<file path="src/design/chan_pkg.sv">
package chan_pkg;

  ///////////////////////////////////////////////////
  // widths and depths
  ///////////////////////////////////////////////////
  localparam int word_w          = 32;  // link word
  localparam int burst_w         = 128; // one fill memory burst
  localparam int words_per_burst = burst_w / word_w;
  localparam int word_idx_w      = 2;   // log2 of words_per_burst
  localparam int mem_addr_w      = 6;
  localparam int mem_depth       = 1 << mem_addr_w; // 64 bursts
  localparam int burst_cnt_w     = 7;   // 1..64 bursts per readout
  localparam int tag_w           = 16;

  // index of the final word inside a burst
  localparam logic [word_idx_w-1:0] last_word = word_idx_w'(words_per_burst - 1);

  ///////////////////////////////////////////////////
  // command and response word fields
  ///////////////////////////////////////////////////
  localparam int op_w       = 8;
  localparam int op_lo      = 24; // opcode in 31:24
  localparam int tag_lo     = 0;  // write_tag / resp_tag payload, 15:0
  localparam int addr_lo    = 16; // read_fill start address, 21:16
  localparam int cnt_lo     = 0;  // read_fill / resp_fill burst count, 6:0
  localparam int hdr_tag_lo = 8;  // tag inside the resp_fill header, 23:8

  // received opcodes
  localparam logic [op_w-1:0] op_write_tag = 8'h01;
  localparam logic [op_w-1:0] op_read_tag  = 8'h02;
  localparam logic [op_w-1:0] op_read_fill = 8'h03;

  // response opcodes, msb set to mark link replies
  localparam logic [op_w-1:0] resp_tag  = 8'h82;
  localparam logic [op_w-1:0] resp_fill = 8'h83;

endpackage
</file>
<file path="src/design/link_if.sv">
`timescale 1ns/100ps

// 32-bit link stream, one word moves when valid and ready are both high
interface link_if;

  logic [chan_pkg::word_w-1:0] data;
  logic                        valid;
  logic                        last;  // final word of a response
  logic                        ready;

  modport src (
    output data,
    output valid,
    output last,
    input  ready
  );

  modport snk (
    input  data,
    input  valid,
    input  last,
    output ready
  );

endinterface

</file>
<file path="src/design/command_proc.sv">
`timescale 1ns/100ps

module command_proc (
  input  logic                             clk125,
  input  logic                             arst_n,
  input  logic [chan_pkg::word_w-1:0]      rx_data,
  input  logic                             rx_valid,
  input  logic                             rx_last,
  output logic                             rx_ready,
  link_if.src                              cmd_link,
  output logic                             read_start,   // one cycle, header transfer
  output logic [chan_pkg::mem_addr_w-1:0]  start_addr,
  output logic [chan_pkg::burst_cnt_w-1:0] burst_cnt,
  input  logic                             reading_done, // final fill word went out
  output logic                             use_fill_data
);

  typedef enum logic [1:0] {
    st_idle,    // waiting for a command word
    st_respond, // response word on cmd_link
    st_fill     // link handed to the fill reader
  } state_t;

  state_t                           state;
  logic                             mid_packet;  // inside a multi-word rx packet
  logic [chan_pkg::tag_w-1:0]       channel_tag;
  logic [chan_pkg::word_w-1:0]      resp_data;
  logic                             resp_last;
  logic                             rx_accept;
  logic                             new_cmd;
  logic                             hdr_xfer;
  logic [chan_pkg::op_w-1:0]        opcode;
  logic [chan_pkg::burst_cnt_w-1:0] rx_cnt;
  logic [chan_pkg::word_w-1:0]      tag_word;
  logic [chan_pkg::word_w-1:0]      fill_word;

  ///////////////////////////////////////////////////
  // decode
  ///////////////////////////////////////////////////
  assign rx_ready  = (state == st_idle); // low until the response is done
  assign rx_accept = rx_valid && rx_ready;
  assign new_cmd   = rx_accept && !mid_packet; // only the first word of a packet is a command
  assign opcode    = rx_data[chan_pkg::op_lo +: chan_pkg::op_w];
  assign rx_cnt    = rx_data[chan_pkg::cnt_lo +: chan_pkg::burst_cnt_w];

  // response words, built from the current tag
  always_comb begin
    tag_word  = '0;
    tag_word[chan_pkg::op_lo +: chan_pkg::op_w]   = chan_pkg::resp_tag;
    tag_word[chan_pkg::tag_lo +: chan_pkg::tag_w] = channel_tag;
    fill_word = '0;
    fill_word[chan_pkg::op_lo +: chan_pkg::op_w]       = chan_pkg::resp_fill;
    fill_word[chan_pkg::hdr_tag_lo +: chan_pkg::tag_w] = channel_tag;
    fill_word[chan_pkg::cnt_lo +: chan_pkg::burst_cnt_w] = rx_cnt;
  end

  ///////////////////////////////////////////////////
  // control FSM
  ///////////////////////////////////////////////////
  always_ff @(posedge clk125 or negedge arst_n) begin
    if (!arst_n) begin
      state       <= st_idle;
      mid_packet  <= 1'b0;
      channel_tag <= '0;
    end else begin
      if (rx_accept) begin
        mid_packet <= !rx_last; // trailing words are dropped
      end
      case (state)
        st_idle: begin
          if (new_cmd) begin
            if (opcode == chan_pkg::op_write_tag) begin
              channel_tag <= rx_data[chan_pkg::tag_lo +: chan_pkg::tag_w]; // silent
            end
            if (opcode == chan_pkg::op_read_tag || opcode == chan_pkg::op_read_fill) begin
              state <= st_respond;
            end
            // anything else falls through with no reply
          end
        end
        st_respond: begin
          if (cmd_link.valid && cmd_link.ready) begin
            state <= resp_last ? st_idle : st_fill;
          end
        end
        st_fill: begin
          if (reading_done) state <= st_idle; // hand the link back
        end
        default: state <= st_idle;
      endcase
    end
  end

  // response word and readout request, loaded when the command is taken
  always_ff @(posedge clk125) begin
    if (new_cmd) begin
      resp_data <= (opcode == chan_pkg::op_read_fill) ? fill_word : tag_word;
      resp_last <= (opcode != chan_pkg::op_read_fill); // fill header is not the end
      if (opcode == chan_pkg::op_read_fill) begin
        start_addr <= rx_data[chan_pkg::addr_lo +: chan_pkg::mem_addr_w];
        burst_cnt  <= rx_cnt;
      end
    end
  end

  ///////////////////////////////////////////////////
  // link side
  ///////////////////////////////////////////////////
  assign cmd_link.valid = (state == st_respond); // held through back-pressure
  assign cmd_link.data  = resp_data;
  assign cmd_link.last  = resp_last;

  assign hdr_xfer      = cmd_link.valid && cmd_link.ready && !resp_last;
  assign read_start    = hdr_xfer;             // reader starts as the header leaves
  assign use_fill_data = (state == st_fill);   // rises on the header edge

endmodule

</file>
<file path="src/flat_wrapper.sv">
// flat-port wrapper written by rule: the top's interface ports become plain ports
module command_proc_flat 
  (clk125, arst_n, rx_data, rx_valid, rx_last, rx_ready, read_start, start_addr, burst_cnt, reading_done, use_fill_data, cmd_link_data, cmd_link_valid, cmd_link_last, cmd_link_ready);
  link_if cmd_link_i ();
  input  logic clk125;
  input  logic arst_n;
  input  logic [chan_pkg::word_w-1:0] rx_data;
  input  logic rx_valid;
  input  logic rx_last;
  output logic rx_ready;
  output logic read_start;
  output logic [chan_pkg::mem_addr_w-1:0] start_addr;
  output logic [chan_pkg::burst_cnt_w-1:0] burst_cnt;
  input  logic reading_done;
  output logic use_fill_data;
  output wire logic [$bits(cmd_link_i.data)-1:0] cmd_link_data;
  output wire logic [$bits(cmd_link_i.valid)-1:0] cmd_link_valid;
  output wire logic [$bits(cmd_link_i.last)-1:0] cmd_link_last;
  input wire logic [$bits(cmd_link_i.ready)-1:0] cmd_link_ready;
  assign cmd_link_data = cmd_link_i.data;
  assign cmd_link_valid = cmd_link_i.valid;
  assign cmd_link_last = cmd_link_i.last;
  assign cmd_link_i.ready = cmd_link_ready;
  command_proc u_core (.clk125(clk125), .arst_n(arst_n), .rx_data(rx_data), .rx_valid(rx_valid), .rx_last(rx_last), .rx_ready(rx_ready), .cmd_link(cmd_link_i), .read_start(read_start), .start_addr(start_addr), .burst_cnt(burst_cnt), .reading_done(reading_done), .use_fill_data(use_fill_data));
endmodule
</file>
<file path="config.mk">
export PLATFORM = sky130hd
export DESIGN_NAME = command_proc_flat
export DESIGN_NICKNAME = d
export VERILOG_FILES = /design/src/design/chan_pkg.sv /design/src/design/link_if.sv /design/src/design/command_proc.sv /design/src/flat_wrapper.sv
export SDC_FILE = /design/constraint.sdc
export NUM_CORES = 1
export LEC_CHECK = 0
export BUFFER_PORTS_ARGS = -buffer_cell sky130_fd_sc_hd__buf_2
export CELL_PAD_IN_SITES_DETAIL_PLACEMENT = 0
export CELL_PAD_IN_SITES_GLOBAL_PLACEMENT = 2
export CORE_MARGIN = 2
export CORE_UTILIZATION = 33
export DETAILED_ROUTE_END_ITERATION = 10
export PLACE_DENSITY_LB_ADDON = 0.1
export SYNTH_ARGS = -nofsm -noshare
export SYNTH_HDL_FRONTEND = slang
export SYNTH_SLANG_ARGS = --single-unit
</file>
<file path="constraint.sdc">
create_clock -name clk125 -period 3.2 [get_ports clk125]
set_input_delay 0.32 -clock clk125 [delete_from_list [all_inputs] [get_ports clk125]]
set_output_delay 0.32 -clock clk125 [all_outputs]
set_load 0.1 [all_outputs]
</file>
# == Yosys cells after proc, flatten, opt, wreduce, memory -nomap -nowiden ==
# Index checks and enable logic that the tools add are counted.
# Widths: inputs -> output; s select.
# op_classes
n_addsub,0
mul,0
n_div,0
n_lt_le_gt_ge,0
eq_ne,10
shift,0
n_mux,7
bitwise_logic,0
n_reduce_logical,12
# op_table
operator,count
$mux 25,1
$eq 8x2->1 const B,2
$mux 2,5
$eq 8x1->1 const B,1
$ne 2x2->1 const B,4
$ne 8x2->1 const B,1
$pmux 2 s3,1
$logic_and 1x1->1,4
$reduce_and 4->1,1
$logic_not 1->1,3
$reduce_and 3->1,1
$eq 2x1->1 const B,1
$eq 2x2->1 const B,1
$logic_not 2->1,1
$reduce_and 2->1,1
$logic_or 1x1->1,1
# word_totals
ff_bits,65
latchBits,0
ram_bits,0
mem_bits_ro,0
inputBits,38
elab_cells,38
mem_count,0

# == Longest topological paths before layout ==
# depth
depth_word,5
depth_mapped,5
ltp_nobuf,3

# == Worst setup path before layout ==
# Ideal clock, no wire load.
# synth_path
path_kind,register -> output
from,"register u_core.resp_last, in the netlist u_core.cmd_link.last"
to,output port read_start
arrival_ns,3.190
required_time_ns,2.880
setup_slack_ns,-0.310
path_stages_with_launch,2
cell_sequence,edfxtp_1 nor3b_1
# synth_via
elab_chain_len,2
# synth_rtl
item,line_no,text
start: declaration,command_proc.sv:28,logic resp_last;
start signal: assignment,command_proc.sv:98,resp_last <= (opcode != chan_pkg::op_read_fill);
$logic_not 1->1,command_proc.sv:113,assign hdr_xfer = cmd_link.valid && cmd_link.ready && !resp_last;
$logic_and 1x1->1,command_proc.sv:113,
end: declaration,flat_wrapper.sv:11,output logic read_start;
# No other way between the ends.

# == Worst setup path in the final report ==
# layout_path
from,register u_core.state[0]
to,register u_core.channel_tag[7] in the netlist's numbering
# layout_via
elab_chain_len,4
# layout_rtl
item,line_no,text
start: declaration,command_proc.sv:24,state_t state;
start signal: assignment,command_proc.sv:62,state <= st_idle;
start signal: assignment,command_proc.sv:76,state <= st_respond;
start signal: assignment,command_proc.sv:83,state <= resp_last ? st_idle : st_fill;
$logic_not 2->1 *,"command_proc.sv:40, command_proc.sv:69",
$logic_and 1x1->1,command_proc.sv:41,assign rx_accept = rx_valid && rx_ready;
$logic_and 1x1->1,command_proc.sv:42,assign new_cmd = rx_accept && !mid_packet;
$reduce_and 3->1 (no source line) *,n/a,
end signal: assignment,command_proc.sv:73,channel_tag <= rx_data[chan_pkg::tag_lo +: chan_pkg::tag_w];
end: declaration,command_proc.sv:26,logic [chan_pkg::tag_w-1:0] channel_tag;
# Mark *: on every way between the ends. The rest lies on a longest branch, timed or not.
# A chain may end at the register's enable or synchronous reset.

==> run summary <==
The flow ran to the end, and the final reports show no timing, DRC or antenna violations. The number of top-level pins came out at 88. The initial antenna violation count was 0.

Dividing the detail-routed wire length by the instance count gives 14.1 µm. The hold buffer count at CTS came out at 1. For this block, the initial DRC count from the detailed router was 49. The maximum vdd ir drop came out at 210 µV. The H-tree generated during clock tree synthesis spans 3 levels. The routability-driven placement congestion ratio came out at 0.668. The tool flagged a number of max-cap violations equal to 0.

Largest family of logic cells by synthesized area: multiplexers. Clock slew at the register clock pins of the worst setup and hold paths: 70 ps. For this design the ratio of total power to cell area is 556 nW/µm². The tools report the pin count of the biggest net entering global routing as 21. The run gives 4 as the detailed-router iteration count before antenna repair.

The tools report the fraction of the yosys area taken by sequential cells as 0.703. The cell area after placement is 2810 µm². In the final layout, flip-flops and latches occupy 1650 µm².

The clock passes through at most 2 buffers. The horizontal die dimension is 88.3 µm, and the cell row count is 30. The clock net in this run drives a total of 58 sinks.

The post-synthesis area per instance came out at 18.0 µm². The multiplexer area fraction after synthesis came out at 0.165. The DRC violation count after routing is 0.

The max-slew violation count came out at 0. TritonCTS built the clock tree. The kind of capture point of the worst setup path was a flip-flop. The final worst-path cycle share came out at 0.635.

For the required time of the worst setup path, the log shows 3400 ps. The fraction of layout cells with a size suffix above 1 was 0.590; the number of library cell types mapped by synthesis was 24. The routed wire length came out at 4480 µm. Setup slack closes at 1170 ps. The highest clock frequency the design can meet is 0.492 GHz, and the remaining antenna violation count after routing is 0. The run gives 1.39 nW as the static leakage power. The final instance area is 3010 µm², and the latest clock arrival within the worst-skew pair is 320 ps. The setup TNS is 0 ps. The critical-path maximum fanout was 20; the die outline height was 88.3 µm. The die area is 7790 µm², and the via total after detailed routing is 1351. The total area inside the core boundary comes to 6830 µm².

Synthesis produced a netlist whose cell count is 130. In this run the clock root is driven by a sky130_fd_sc_hd__clkbuf_8. The critical path is of the flip-flop to flip-flop type. The number of global-route vias before repair came out at 1359. After global routing the overflow that remains totals 0. The post-route clock skew is 5.70 ps, and the post-layout net count is 255. The first global-routing pass estimated 6790 µm of wire. The repair_antennas step left the layout with diodes totalling 0. Detailed placement ended at an HPWL of 3080 µm. The synthesized-area fraction occupied by xor and xnor cells is 0, and the number of filler cells placed in the layout is 670.

After detailed routing, the number of vias per cell comes to 4.25. The share of synthesized cell area in full adder, half adder and majority cells is 0. The cell area after synthesis was 2340 µm²; the number of cells in the design after placement was 301.

The final cell count without fillers was 318; the total of warnings raised by yosys was 0. At the pin with the least slew margin, the transition time is 649 ps. The multi-input combinational cells in the finished layout cover a total of 622 µm².

Compared with the post-synthesis result, the final layout area differs by 28.4%. The logs give 0.343 for the starting utilization of the core area and 2240 ps for the data arrival time of the critical path. The number of hold-slack violations in the final timing report is 0. The kind of start point of the critical path is a flip-flop. TritonCTS created 9 clock buffers. Setup violations remaining at the end of the flow were counted as 0.

The area fraction in and, or, nand and nor cells after synthesis is 0.0769, and the time the worst path needs with I/O delays and setup is 2030 ps. Fraction of the mapped netlist area in compound gates: 0.0101. The register bit total from synthesis came out at 58.

Setup repair after global routing left no endpoint under its margin. For the number of gates given a new drive strength after cts, the log shows 0. Post-CTS timing repair inserted 0 buffers for setup. The port buffer count is 78. The worst slew margin relative to its limit is 0.568.

The global-route total usage across every layer was 0.120. The worst setup slack after placement came out at 808 ps. The classification of the worst-slack hold path was primary input to flip-flop.
## power by group
group / total, mW / switching (mW) / internal (mW)
sequential: 0.832 / 0.00861 / 0.824
combinational: 0.206 / 0.167 / 0.0397
clock: 0.634 / 0.280 / 0.354
## through the flow
stage / hold WS, ps / power (mW) / util
2_1_floorplan: 24.4 / 1.01 / -
3_3_place_gp: 307 / 1.05 / 0.412
3_5_place_dp: 307 / 1.05 / 0.412
4_1_cts: 144 / 1.70 / 0.440
5_1_grt: 146 / 1.74 / 0.440
6_report: 166 / 1.67 / 0.440
## synth_stat cells, drive strengths merged
| library cell | n | area [µm²] |
|---|---|---|
| edfxtp | 39 | 1170 |
| mux2 | 31 | 387 |
| dfrtp | 19 | 475 |
| buf | 11 | 87.6 |
| and2 | 9 | 56.3 |
| inv | 3 | 11.3 |
| conb | 2 | 7.51 |
| nand4 | 2 | 27.5 |
| nor2 | 2 | 7.51 |
| nor2b | 2 | 12.5 |
| a21o | 1 | 7.51 |
| a21oi | 1 | 5.00 |
| a31oi | 1 | 6.26 |
| and2b | 1 | 7.51 |
| and4 | 1 | 8.76 |
| nor3b | 1 | 7.51 |
| nor4 | 1 | 21.3 |
| nor4b | 1 | 23.8 |
| o21ai | 1 | 5.00 |
| or2b | 1 | 7.51 |
## area by class of cell
cell class / count / share of cell area
sequential: 58 / 0.547
tap: 96 / 0.0399
multi-input combinational: 63 / 0.207
inverter: 3 / 0.00374
clock buffer: 10 / 0.0424
timing repair buffer: 82 / 0.141
clock inverter: 6 / 0.0191
## metal layers
layer,part of all wire,vias to the layer above,global-route usage
met5,0,-,0
met4,0.015,0,0.0702
met3,0.053,7,0.0345
met2,0.51,47,0.192
met1,0.42,657,0.145
li1,-,640,-
## critical path: stages, from the launching register on
cell and delay (ps):
sky130_fd_sc_hd__dfrtp_1 420, sky130_fd_sc_hd__nor4b_4 300, sky130_fd_sc_hd__buf_4 330, sky130_fd_sc_hd__nand4_4 420, sky130_fd_sc_hd__mux2_4 440
## cells by family (layout without fill, tap and decap cells)
family / after synthesis / in the layout
DFF: 58 / 58
muxes: 31 / 31
and+or+nand+nor: 21 / 21
buffers and inverters: 14 / 101
AOI/OAI and AO/OA: 4 / 4
other: 2 / 7
## worst paths after layout
| kind | start | endpoint | slack, ps | cells past startpoint |
|---|---|---|---|---|
| max | u_core.state[0] | u_core.channel_tag[7] | 1170 | 4 |
| min | rx_data[21] | u_core.start_addr[5] | 170 | 1 |
| max reg2reg | u_core.state[0] | u_core.channel_tag[7] | 1170 | 4 |
| min reg2reg | u_core.channel_tag[8] | u_core.channel_tag[8] | 530 | 1 |
| max in group asynchronous | arst_n | u_core.channel_tag[4] | 2400 | 2 |
| min in group asynchronous | arst_n | u_core.channel_tag[6] | 480 | 2 |
## registers in the layout (all words and copies together), names as in the netlist
signal and cells:
u_core.cmd_link.data 25, u_core.channel_tag 16, u_core.burst_cnt 7, u_core.start_addr 6, u_core.state 2, u_core.cmd_link.last 1
u_core.mid_packet 1
## layout by cell type (no fill, tap or decap), types with 2 or more instances in the layout
| cell | netlist | routed |
|---|---|---|
| sky130_fd_sc_hd__and2_1 | 9 | 9 |
| sky130_fd_sc_hd__buf_2 | 1 | 78 |
| sky130_fd_sc_hd__buf_4 | 8 | 3 |
| sky130_fd_sc_hd__clkbuf_8 | 0 | 9 |
| sky130_fd_sc_hd__clkinv_2 | 0 | 4 |
| sky130_fd_sc_hd__conb_1 | 2 | 7 |
| sky130_fd_sc_hd__dfrtp_1 | 19 | 19 |
| sky130_fd_sc_hd__edfxtp_1 | 39 | 39 |
| sky130_fd_sc_hd__inv_1 | 3 | 3 |
| sky130_fd_sc_hd__mux2_2 | 21 | 21 |
| sky130_fd_sc_hd__mux2_4 | 10 | 10 |
| sky130_fd_sc_hd__nor2_1 | 2 | 2 |
| sky130_fd_sc_hd__nor2b_1 | 2 | 2 |
No activity file was read; power rests on OpenSTA's default activity.
