<file path="config.mk">
export PLATFORM = sky130hd
export DESIGN_NAME = tx_arbiter_flat
export DESIGN_NICKNAME = d
export VERILOG_FILES = /design/src/design/chan_pkg.sv /design/src/design/link_if.sv /design/src/design/tx_arbiter.sv /design/src/flat_wrapper.sv
export SDC_FILE = /design/constraint.sdc
export NUM_CORES = 1
export LEC_CHECK = 0
export ABC_AREA = 1
export BUFFER_PORTS_ARGS = -buffer_cell sky130_fd_sc_hd__buf_2
export CAP_MARGIN = 25
export CORE_MARGIN = 2
export CORE_UTILIZATION = 23
export CTS_CLUSTER_DIAMETER = 80
export DETAILED_ROUTE_END_ITERATION = 16
export GPL_ROUTABILITY_DRIVEN = 0
export HOLD_SLACK_MARGIN = 0.02
export PLACE_DENSITY = 0.77
export SKIP_CTS_REPAIR_TIMING = 1
export SLEW_MARGIN = 20
export SYNTH_ARGS = -nofsm -noshare
export SYNTH_HDL_FRONTEND = slang
export SYNTH_SLANG_ARGS = --single-unit
</file>
<file path="constraint.sdc">
create_clock -name clk125 -period 0.8 [get_ports clk125]
set_input_delay 0.16 -clock clk125 [delete_from_list [all_inputs] [get_ports clk125]]
set_output_delay 0.16 -clock clk125 [all_outputs]
set_load 0.03 [all_outputs]
</file>
<file path="src/design/chan_pkg.sv">
package chan_pkg;

  ///////////////////////////////////////////////////
  // widths and depths
  ///////////////////////////////////////////////////
  localparam int word_w          = 32;  // link word
  localparam int burst_w         = 128; // one fill memory burst
  localparam int words_per_burst = burst_w / word_w;
  localparam int word_idx_w      = 2;   // log2 of words_per_burst
  localparam int mem_addr_w      = 6;
  localparam int mem_depth       = 1 << mem_addr_w; // 64 bursts
  localparam int burst_cnt_w     = 7;   // 1..64 bursts per readout
  localparam int tag_w           = 16;

  // index of the final word inside a burst
  localparam logic [word_idx_w-1:0] last_word = word_idx_w'(words_per_burst - 1);

  ///////////////////////////////////////////////////
  // command and response word fields
  ///////////////////////////////////////////////////
  localparam int op_w       = 8;
  localparam int op_lo      = 24; // opcode in 31:24
  localparam int tag_lo     = 0;  // write_tag / resp_tag payload, 15:0
  localparam int addr_lo    = 16; // read_fill start address, 21:16
  localparam int cnt_lo     = 0;  // read_fill / resp_fill burst count, 6:0
  localparam int hdr_tag_lo = 8;  // tag inside the resp_fill header, 23:8

  // received opcodes
  localparam logic [op_w-1:0] op_write_tag = 8'h01;
  localparam logic [op_w-1:0] op_read_tag  = 8'h02;
  localparam logic [op_w-1:0] op_read_fill = 8'h03;

  // response opcodes, msb set to mark link replies
  localparam logic [op_w-1:0] resp_tag  = 8'h82;
  localparam logic [op_w-1:0] resp_fill = 8'h83;

endpackage
</file>
<file path="src/design/link_if.sv">
`timescale 1ns/100ps

// 32-bit link stream, one word moves when valid and ready are both high
interface link_if;

  logic [chan_pkg::word_w-1:0] data;
  logic                        valid;
  logic                        last;  // final word of a response
  logic                        ready;

  modport src (
    output data,
    output valid,
    output last,
    input  ready
  );

  modport snk (
    input  data,
    input  valid,
    input  last,
    output ready
  );

endinterface

</file>
<file path="src/design/tx_arbiter.sv">
`timescale 1ns/100ps

module tx_arbiter (
  input  logic                        clk125,
  input  logic                        arst_n,
  input  logic                        readout_pause, // async level from the master
  input  logic                        use_fill_data,
  link_if.snk                         cmd_link,
  link_if.snk                         fill_link,
  output logic [chan_pkg::word_w-1:0] tx_data,
  output logic                        tx_valid,
  output logic                        tx_last,
  input  logic                        tx_ready
);

  logic pause_meta;
  logic pause_sync;
  logic link_go;

  // two-flop synchronizer, comes up not paused
  always_ff @(posedge clk125 or negedge arst_n) begin
    if (!arst_n) begin
      pause_meta <= 1'b0;
      pause_sync <= 1'b0;
    end else begin
      pause_meta <= readout_pause;
      pause_sync <= pause_meta;
    end
  end

  ///////////////////////////////////////////////////
  // 2:1 select, command data unless the fill owns the link
  ///////////////////////////////////////////////////
  assign tx_data  = use_fill_data ? fill_link.data : cmd_link.data;
  assign tx_last  = use_fill_data ? fill_link.last : cmd_link.last;
  assign tx_valid = !pause_sync && (use_fill_data ? fill_link.valid : cmd_link.valid);

  assign link_go = tx_ready && !pause_sync; // pause freezes both sources

  // only the selected source sees ready
  assign fill_link.ready = use_fill_data && link_go;
  assign cmd_link.ready  = !use_fill_data && link_go;

endmodule

</file>
<file path="src/flat_wrapper.sv">
// flat-port wrapper written by rule: the top's interface ports become plain ports
module tx_arbiter_flat 
  (clk125, arst_n, readout_pause, use_fill_data, tx_data, tx_valid, tx_last, tx_ready, cmd_link_data, cmd_link_valid, cmd_link_last, cmd_link_ready, fill_link_data, fill_link_valid, fill_link_last, fill_link_ready);
  link_if cmd_link_i ();
  link_if fill_link_i ();
  input  logic clk125;
  input  logic arst_n;
  input  logic readout_pause;
  input  logic use_fill_data;
  output logic [chan_pkg::word_w-1:0] tx_data;
  output logic tx_valid;
  output logic tx_last;
  input  logic tx_ready;
  input wire logic [$bits(cmd_link_i.data)-1:0] cmd_link_data;
  input wire logic [$bits(cmd_link_i.valid)-1:0] cmd_link_valid;
  input wire logic [$bits(cmd_link_i.last)-1:0] cmd_link_last;
  output wire logic [$bits(cmd_link_i.ready)-1:0] cmd_link_ready;
  input wire logic [$bits(fill_link_i.data)-1:0] fill_link_data;
  input wire logic [$bits(fill_link_i.valid)-1:0] fill_link_valid;
  input wire logic [$bits(fill_link_i.last)-1:0] fill_link_last;
  output wire logic [$bits(fill_link_i.ready)-1:0] fill_link_ready;
  assign cmd_link_i.data = cmd_link_data;
  assign cmd_link_i.valid = cmd_link_valid;
  assign cmd_link_i.last = cmd_link_last;
  assign cmd_link_ready = cmd_link_i.ready;
  assign fill_link_i.data = fill_link_data;
  assign fill_link_i.valid = fill_link_valid;
  assign fill_link_i.last = fill_link_last;
  assign fill_link_ready = fill_link_i.ready;
  tx_arbiter u_core (.clk125(clk125), .arst_n(arst_n), .readout_pause(readout_pause), .use_fill_data(use_fill_data), .cmd_link(cmd_link_i), .fill_link(fill_link_i), .tx_data(tx_data), .tx_valid(tx_valid), .tx_last(tx_last), .tx_ready(tx_ready));
endmodule
</file>
# --- Word level (Yosys, flattened, before mapping) ---
# Index checks and enable logic that the tools add are counted.
totals:
  in_bits: 73
  register_bits: 2
  out_inout_bits: 36
  word_cells: 11
classes:
  n_reduce_logical: 6
  muxes: 3
ops:
  columns: ["cell", "count"]
  rows:
  - ["$mux 32", 1]
  - ["$logic_and 1x1->1", 4]
  - ["$logic_not 1->1", 2]
  - ["$mux 1", 2]

# --- Longest topological paths before layout ---
# Gate-level depths: netlist of run 1.
depth:
  word_depth: 3
  ltp_mapped: 5
  mapped_depth_nobuf: 4

# --- Worst setup path before layout of run 1 ---
# OpenSTA, ideal clock, no wires.
synth_timing:
  kind: "register -> output"
  start: "register u_core.pause_sync"
  end: "output fill_link_ready"
  arrival_ns: 1.079
  required_time_ns: 0.640
  path_stages_with_launch: 2
  slack_ns: -0.439
  path_buffers: 0
  path_cell_list: "dfrtp_1 nor3_1"
synth_between:
  elab_chain_len: 3
synth_rtl:
  columns: ["item", "line_no", "source"]
  rows:
  - ["start, declared", "tx_arbiter.sv:17", "logic pause_sync;"]
  - ["start signal, assigned", "tx_arbiter.sv:27", "pause_sync <= pause_meta;"]
  - ["$logic_not 1->1", "tx_arbiter.sv:38", "assign link_go = tx_ready && !pause_sync;"]
  - ["$logic_and 1x1->1", "tx_arbiter.sv:38", null]
  - ["$logic_and 1x1->1", "tx_arbiter.sv:41", "assign fill_link.ready = use_fill_data && link_go;"]
  - ["end, declared", "flat_wrapper.sv:21", "output wire logic [$bits(fill_link_i.ready)-1:0] fill_link_ready;"]
# Every way passes these cells.

# --- Worst setup path in the final report of run 1 ---
layout_timing:
  start: "register u_core.pause_sync"
  end: "output tx_valid"
layout_between:
  elab_chain_len: 2
layout_rtl:
  columns: ["item", "line_no", "source"]
  rows:
  - ["$logic_not 1->1", "tx_arbiter.sv:36", "assign tx_valid = !pause_sync && (use_fill_data ? fill_link.valid : cmd_link.valid);"]
  - ["$logic_and 1x1->1", "tx_arbiter.sv:36", null]
  - ["end, declared", "flat_wrapper.sv:11", "output logic tx_valid;"]
# Every way passes these cells.

==> results of run 1 <==
## synth_stat cells
cell type	n	area, sq um
buf_4	2	15.0
buf_6	4	45.0
buf_8	1	15.0
dfrtp_1	2	50.1
inv_1	3	11.3
inv_8	1	11.3
nand2_1	91	342
nand2_2	10	62.6
nor2_1	2	7.51
nor3_1	2	10.0
## cell usage in the layout (no fill, tap or decap)
master	n
buf_12	4
buf_2	71
buf_4	3
buf_6	36
buf_8	4
clkbuf_16	3
clkbuf_4	3
dfrtp_1	1
dfrtp_2	1
dlygate4sd3_1	2
inv_1	2
inv_16	1
inv_2	1
nand2_1	29
nand2_2	9
nand2_4	63
nor2_1	1
nor2_4	1
nor3_4	2
## power by group
group	internal, mW	switching (mW)	leakage (nW)	total [mW]
sequential	0.108	0.00633	0.0223	0.114
combinational	0.679	0.792	1.18	1.47
clock	0.167	0.0830	0.0138	0.250
## metrics by stage
stage / hold slack [ns] / std cells / instance area [sq um] / power [mW] / TNS, ns
after global placement: -0.0534 / 259 / 1520 / 1.16 / -9.27
after global routing: 0.246 / 267 / 2080 / 1.93 / -5.59
final: 0.254 / 267 / 2080 / 1.83 / -4.90
after CTS: -0.293 / 262 / 1550 / 1.42 / -10.12
after detailed placement: -0.0492 / 259 / 1520 / 1.18 / -9.62
after floorplan: -0.136 / 118 / 925 / 0.822 / -1.41
## metal layers
layer	global-route usage, %	share of wire (%)
met5	0	0
met4	5.13	3.6
met3	3.61	12
met2	34.6	56
met1	14.1	28
## worst max path at each step
stage	from	end	slack, ns	depth (start not counted)
floorplan	u_core.pause_sync	cmd_link_ready	-0.12	1
global placement	use_fill_data	fill_link_ready	-0.29	5
detailed placement	use_fill_data	tx_data[21]	-0.31	5
CTS	u_core.pause_sync	tx_valid	-0.46	4
global route	u_core.pause_sync	tx_valid	-0.43	4
finish	u_core.pause_sync	tx_valid	-0.39	4
## state kept, by name, indices dropped and copies added, names as in the netlist
register	count
u_core.pause_meta	1
u_core.pause_sync	1
## logic make-up after synthesis
kind of cell	synth area share, %
flops	8.79
simple gates	74.1
buf+inv	17.1
## final cells by class
type	instances	area share, %
clock buffers	3	1.08
repair buffers	123	48.9
well taps	30	1.80
multi-input cells	105	44.3
inverters	4	1.50
flip-flops and latches	2	2.46
==> summary.txt, run 1 <==
STA
  • Worst Slack Setup Final: -0.392 ns
  • Final hold viol count: 0
  • Fmax: 839 MHz
  • Slew @ Worst Pin: about 0.19 ns
  • Setup-failing EPs final: 36
  • Crit path time final: 1.19 ns
  • Final period utilization: 149%
  • Pins Over Slew Limit: 0
  • Clk_skew: 0.000488 ns
  • Slew margin rel.: 87.2%
  • Unrepaired setup endpoints after global routing: yes

Placement
  • Pre-CTS WS: -0.309 ns
  • Number of port buffers: 108
  • Hpwl dp: 2160 um

Drt
  • Final WL: 3920 um
  • Starting DRT DRC Count: 9
  • Final antenna-violating net count: 0
  • DRC violation count after routing: 0
  • Wire per inst: 14.7 um
  • Iteration count of the initial detailed-routing pass: 4
  • Routed via count: 1246
  • Vias/cell: 4.67

Setup path
  • Worst Reg2Reg Path Length in Cells: 0
  • Crit path DAT: just over 1 ns
  • Top delay family on crit path: flip-flops
  • Crit Path Class: reg -> out
  • Worst-path cell with the longest stage delay: dfrtp_2
  • Crit-path cells: inv_2 > nand2_2 > nor2_4 > buf_6
  • Worst R2R End: u_core.pause_sync
  • Reg-to-reg startpoint: u_core.pause_meta
  • Crit path buffers/inverters: 2
  • Critical path startpoint category: flip-flop
  • CP max FO: 3
  • R2R Setup Slk: 0.33 ns
  • Slowest stage delay, CP: 0.44 ns
  • CP Data Required Time: 0.64 ns
  • CP Capture Type: output port

Status
  • Run status: complete, but fails checks
  • Failing checks: negative setup slack

Power
  • Pwr dens: 881 nW/um^2
  • Pleak: 1.22 nW
  • Worst VDD drop: between 800 and 900 uV

Die
  • Starting density of the core: 23.6%
  • Die width: 53.8 um
  • Core ar.: 2410 sq um
  • Die Area: 2890 sq um
  • Die Y: 53.8 um
  • Core Rows: 18
  • I/O Pins: 109

Logic synthesis
  • Register area share after synthesis: under 10%
  • Synth cell types: 10
  • Post-synthesis cell area: about 570 sq um
  • Syn nets: about 190
  • Mean Syn Cell Area: 4.82 sq um
  • #FFs+latches synth: 2
  • Syn Inst Count: 118
  • Ys Warns: 0

Clock network
  • # H-tree levels: 1
  • CTS tree: built
  • Clk sinks: 2
  • Clk Latency, worst-skew pair: roughly 0.24 ns
  • Root buf cell: clkbuf_4
  • Clk slew on worst S/H paths: around 0.030 ns
  • CTS max path bufs: 2
  • CTS Buf Count: 3

Global routing
  • Pin count of the biggest net entering global routing: 20
  • Initial antenna violation count: 0
  • Global-route wire length before repair: 3460 um
  • Overall global routing resource usage: between 10% and 20%
  • Total gr overflow: 0
  • Vias in the first global route: about 960

Layout
  • Layout cells sized above 1: 85.2%
  • Area grow syn2layout: 266%
  • Fill count: 133
  • Antenna cells: 0
  • Multi-input gate area: 922 sq um
  • FF+latch area: roughly 51 sq um
  • Final layout net count: 312
  • Post-layout util: 86.4%

Job
  • Max-capacitance violation count: 0

Min path
  • Hold crit path type: in -> async
(Power assumes the default switching activity.)
==> run 2, diff against run 1 <==
--- a/config.mk
+++ b/config.mk
@@ -14,8 +14,9 @@
 export DETAILED_ROUTE_END_ITERATION = 16
 export GPL_ROUTABILITY_DRIVEN = 0
 export HOLD_SLACK_MARGIN = 0.02
-export PLACE_DENSITY = 0.77
+export PLACE_DENSITY_LB_ADDON = 0.1
 export SKIP_CTS_REPAIR_TIMING = 1
+export SKIP_LAST_GASP = 1
 export SLEW_MARGIN = 20
 export SYNTH_ARGS = -nofsm -noshare
 export SYNTH_HDL_FRONTEND = slang
==> run 2 against run 1 <==
  * The run still ends with negative setup slack left
  * Combinational power shrank 3%
  * Utilization shrank 2.5 points
  * Die area is the same
  * Final cell count shrank 1.9%
  * Clock power shrank 6%
  * Setup slack gained 0.026 ns
  * Final area shrank 2.9%
  * Maximum frequency grew 2.2%
==> summary.txt, run 2 (same netlist as run 1, synthesis figures left out) <==
Status
  • Run status: complete, but fails checks
  • Failing checks: negative setup slack

STA
  • Fmax: 858 MHz
  • Unrepaired setup endpoints after global routing: yes
  • Pins Over Slew Limit: 0
  • Crit path time final: 1.17 ns
  • Slew margin rel.: 87.5%
  • Clk_skew: 0.00312 ns
  • Final period utilization: 146%
  • Setup_tns: -5.44 ns
  • Final hold viol count: 0
  • Worst Slack Setup Final: -0.366 ns
  • Slew @ Worst Pin: roughly 0.19 ns
  • Setup-failing EPs final: 36

Min path
  • Hold crit path type: in -> reg
  • Worst Hold End: u_core.pause_meta
  • HP Start: readout_pause
  • Hold Path Depth: 1

Drt
  • Routed via count: 1173
  • Final WL: 3570 um
  • Vias/cell: 4.48
  • Final antenna-violating net count: 0
  • DRC violation count after routing: 0
  • Iteration count of the initial detailed-routing pass: 4
  • Wire per inst: ~14 um
  • Starting DRT DRC Count: 13

Clock network
  • CTS tree: built
  • Root buf cell: clkbuf_4
  • # H-tree levels: 1
  • CTS max path bufs: 2
  • Clk Latency, worst-skew pair: approximately 0.23 ns
  • Clk slew on worst S/H paths: around 0.030 ns
  • CTS Buf Count: 3
  • Clk sinks: 2

Job
  • Max-capacitance violation count: 0

Placement
  • Hpwl dp: 2140 um
  • Placed Instances: 255
  • Number of port buffers: 108

Setup path
  • Crit-path cells: inv_2 > nand2_2 > nor2_4 > buf_6
  • Crit path DAT: between 1 and 1.5 ns
  • Crit Path Class: reg -> out
  • Worst-path cell with the longest stage delay: dfrtp_2
  • Worst R2R End: u_core.pause_sync
  • CP Capture Type: output port
  • Critical path startpoint category: flip-flop
  • Slowest stage delay, CP: 0.44 ns
  • CP max FO: 3
  • Reg-to-reg startpoint: u_core.pause_meta
  • Worst Reg2Reg Path Length in Cells: 0
  • CP Data Required Time: 0.64 ns
  • R2R Setup Slk: between 0.3 and 0.4 ns

Layout
  • Top flop regs: u_core.pause_meta (1), u_core.pause_sync (1)
  • Fill count: 154
  • Finished Layout Cells: about 260
  • Antenna cells: 0
  • Most common cell after layout, fill and taps aside: buf_2
  • Final layout net count: a little over 300
  • Post-layout util: 83.9%
  • Area grow syn2layout: 255%
  • Layout cells sized above 1: 84.1%
  • Most frequent cells in the layout: buf_2 (71), nand2_4 (63), buf_6 (36)

Die
  • I/O Pins: between 100 and 150
  • Die Area: approximately 2900 sq um
  • Core Rows: 18
  • Die width: 53.8 um
  • Die Y: 53.8 um
  • Core ar.: 2410 sq um
  • Starting density of the core: 23.6%

Global routing
  • Global-route wire length before repair: about 3400 um
  • Overall global routing resource usage: about 15%
  • Total gr overflow: 0
  • Initial antenna violation count: 0
  • Pin count of the biggest net entering global routing: 18
  • Vias in the first global route: between 900 and 1000

Power
  • Worst VDD drop: 1030 uV
  • Pleak: 1.18 nW
  • Pwr dens: 880 nW/um^2
run 2: per-stage QoR:
| stage | hold slack (ns) | instance area (sq um) | setup WS (ns) | power [mW] |
|---|---|---|---|---|
| finish | 0.0537 | 2020 | -0.366 | 1.78 |
| CTS | -0.289 | 1500 | -0.451 | 1.39 |
| global placement | -0.0555 | 1480 | -0.320 | 1.14 |
| global route | 0.0472 | 2020 | -0.409 | 1.87 |
| floorplan | -0.136 | 925 | -0.120 | 0.822 |
| detailed placement | -0.0531 | 1480 | -0.351 | 1.16 |
run 2: worst max-delay path, delay by kind of cell (launching register included):
kind,cells,cell delay (ns)
buffers and inverters,2,0.20
DFF,1,0.44
and+or+nand+nor,2,0.14
run 2: layer usage:
metal  track usage [%]  vias up  part of all wire, %
met3              1.94        0                  8.3
li1                  -      575                    -
met4              2.56        0                    0
met1              15.5      534                   31
met2              31.7       64                   60
met5                 0        -                    0
run 2: power by group:
part	leakage, nW	internal [mW]	total, mW	switching [mW]
Clock	0.0138	0.167	0.235	0.0687
Sequential	0.0223	0.108	0.114	0.00642
Combinational	1.15	0.655	1.43	0.774
Total	1.18	0.930	1.78	0.849
run 2: worst max path at each step:
stage	from	to	cells after the start
finish	u_core.pause_sync	tx_valid	4
global route	u_core.pause_sync	tx_valid	4
floorplan	u_core.pause_sync	cmd_link_ready	1
detailed placement	use_fill_data	tx_data[13]	5
global placement	use_fill_data	tx_data[8]	5
CTS	u_core.pause_sync	tx_valid	4
run 2: cell type report:
type	instances	area (sq um)	share of cell area [%]
Clock buffer	3	22.5	1.11
Timing Repair Buffer	118	968	47.9
Tap cell	30	37.5	1.86
Multi-Input combinational cell	105	915	45.2
Inverter	4	27.5	1.36
Sequential cell	2	51.3	2.54
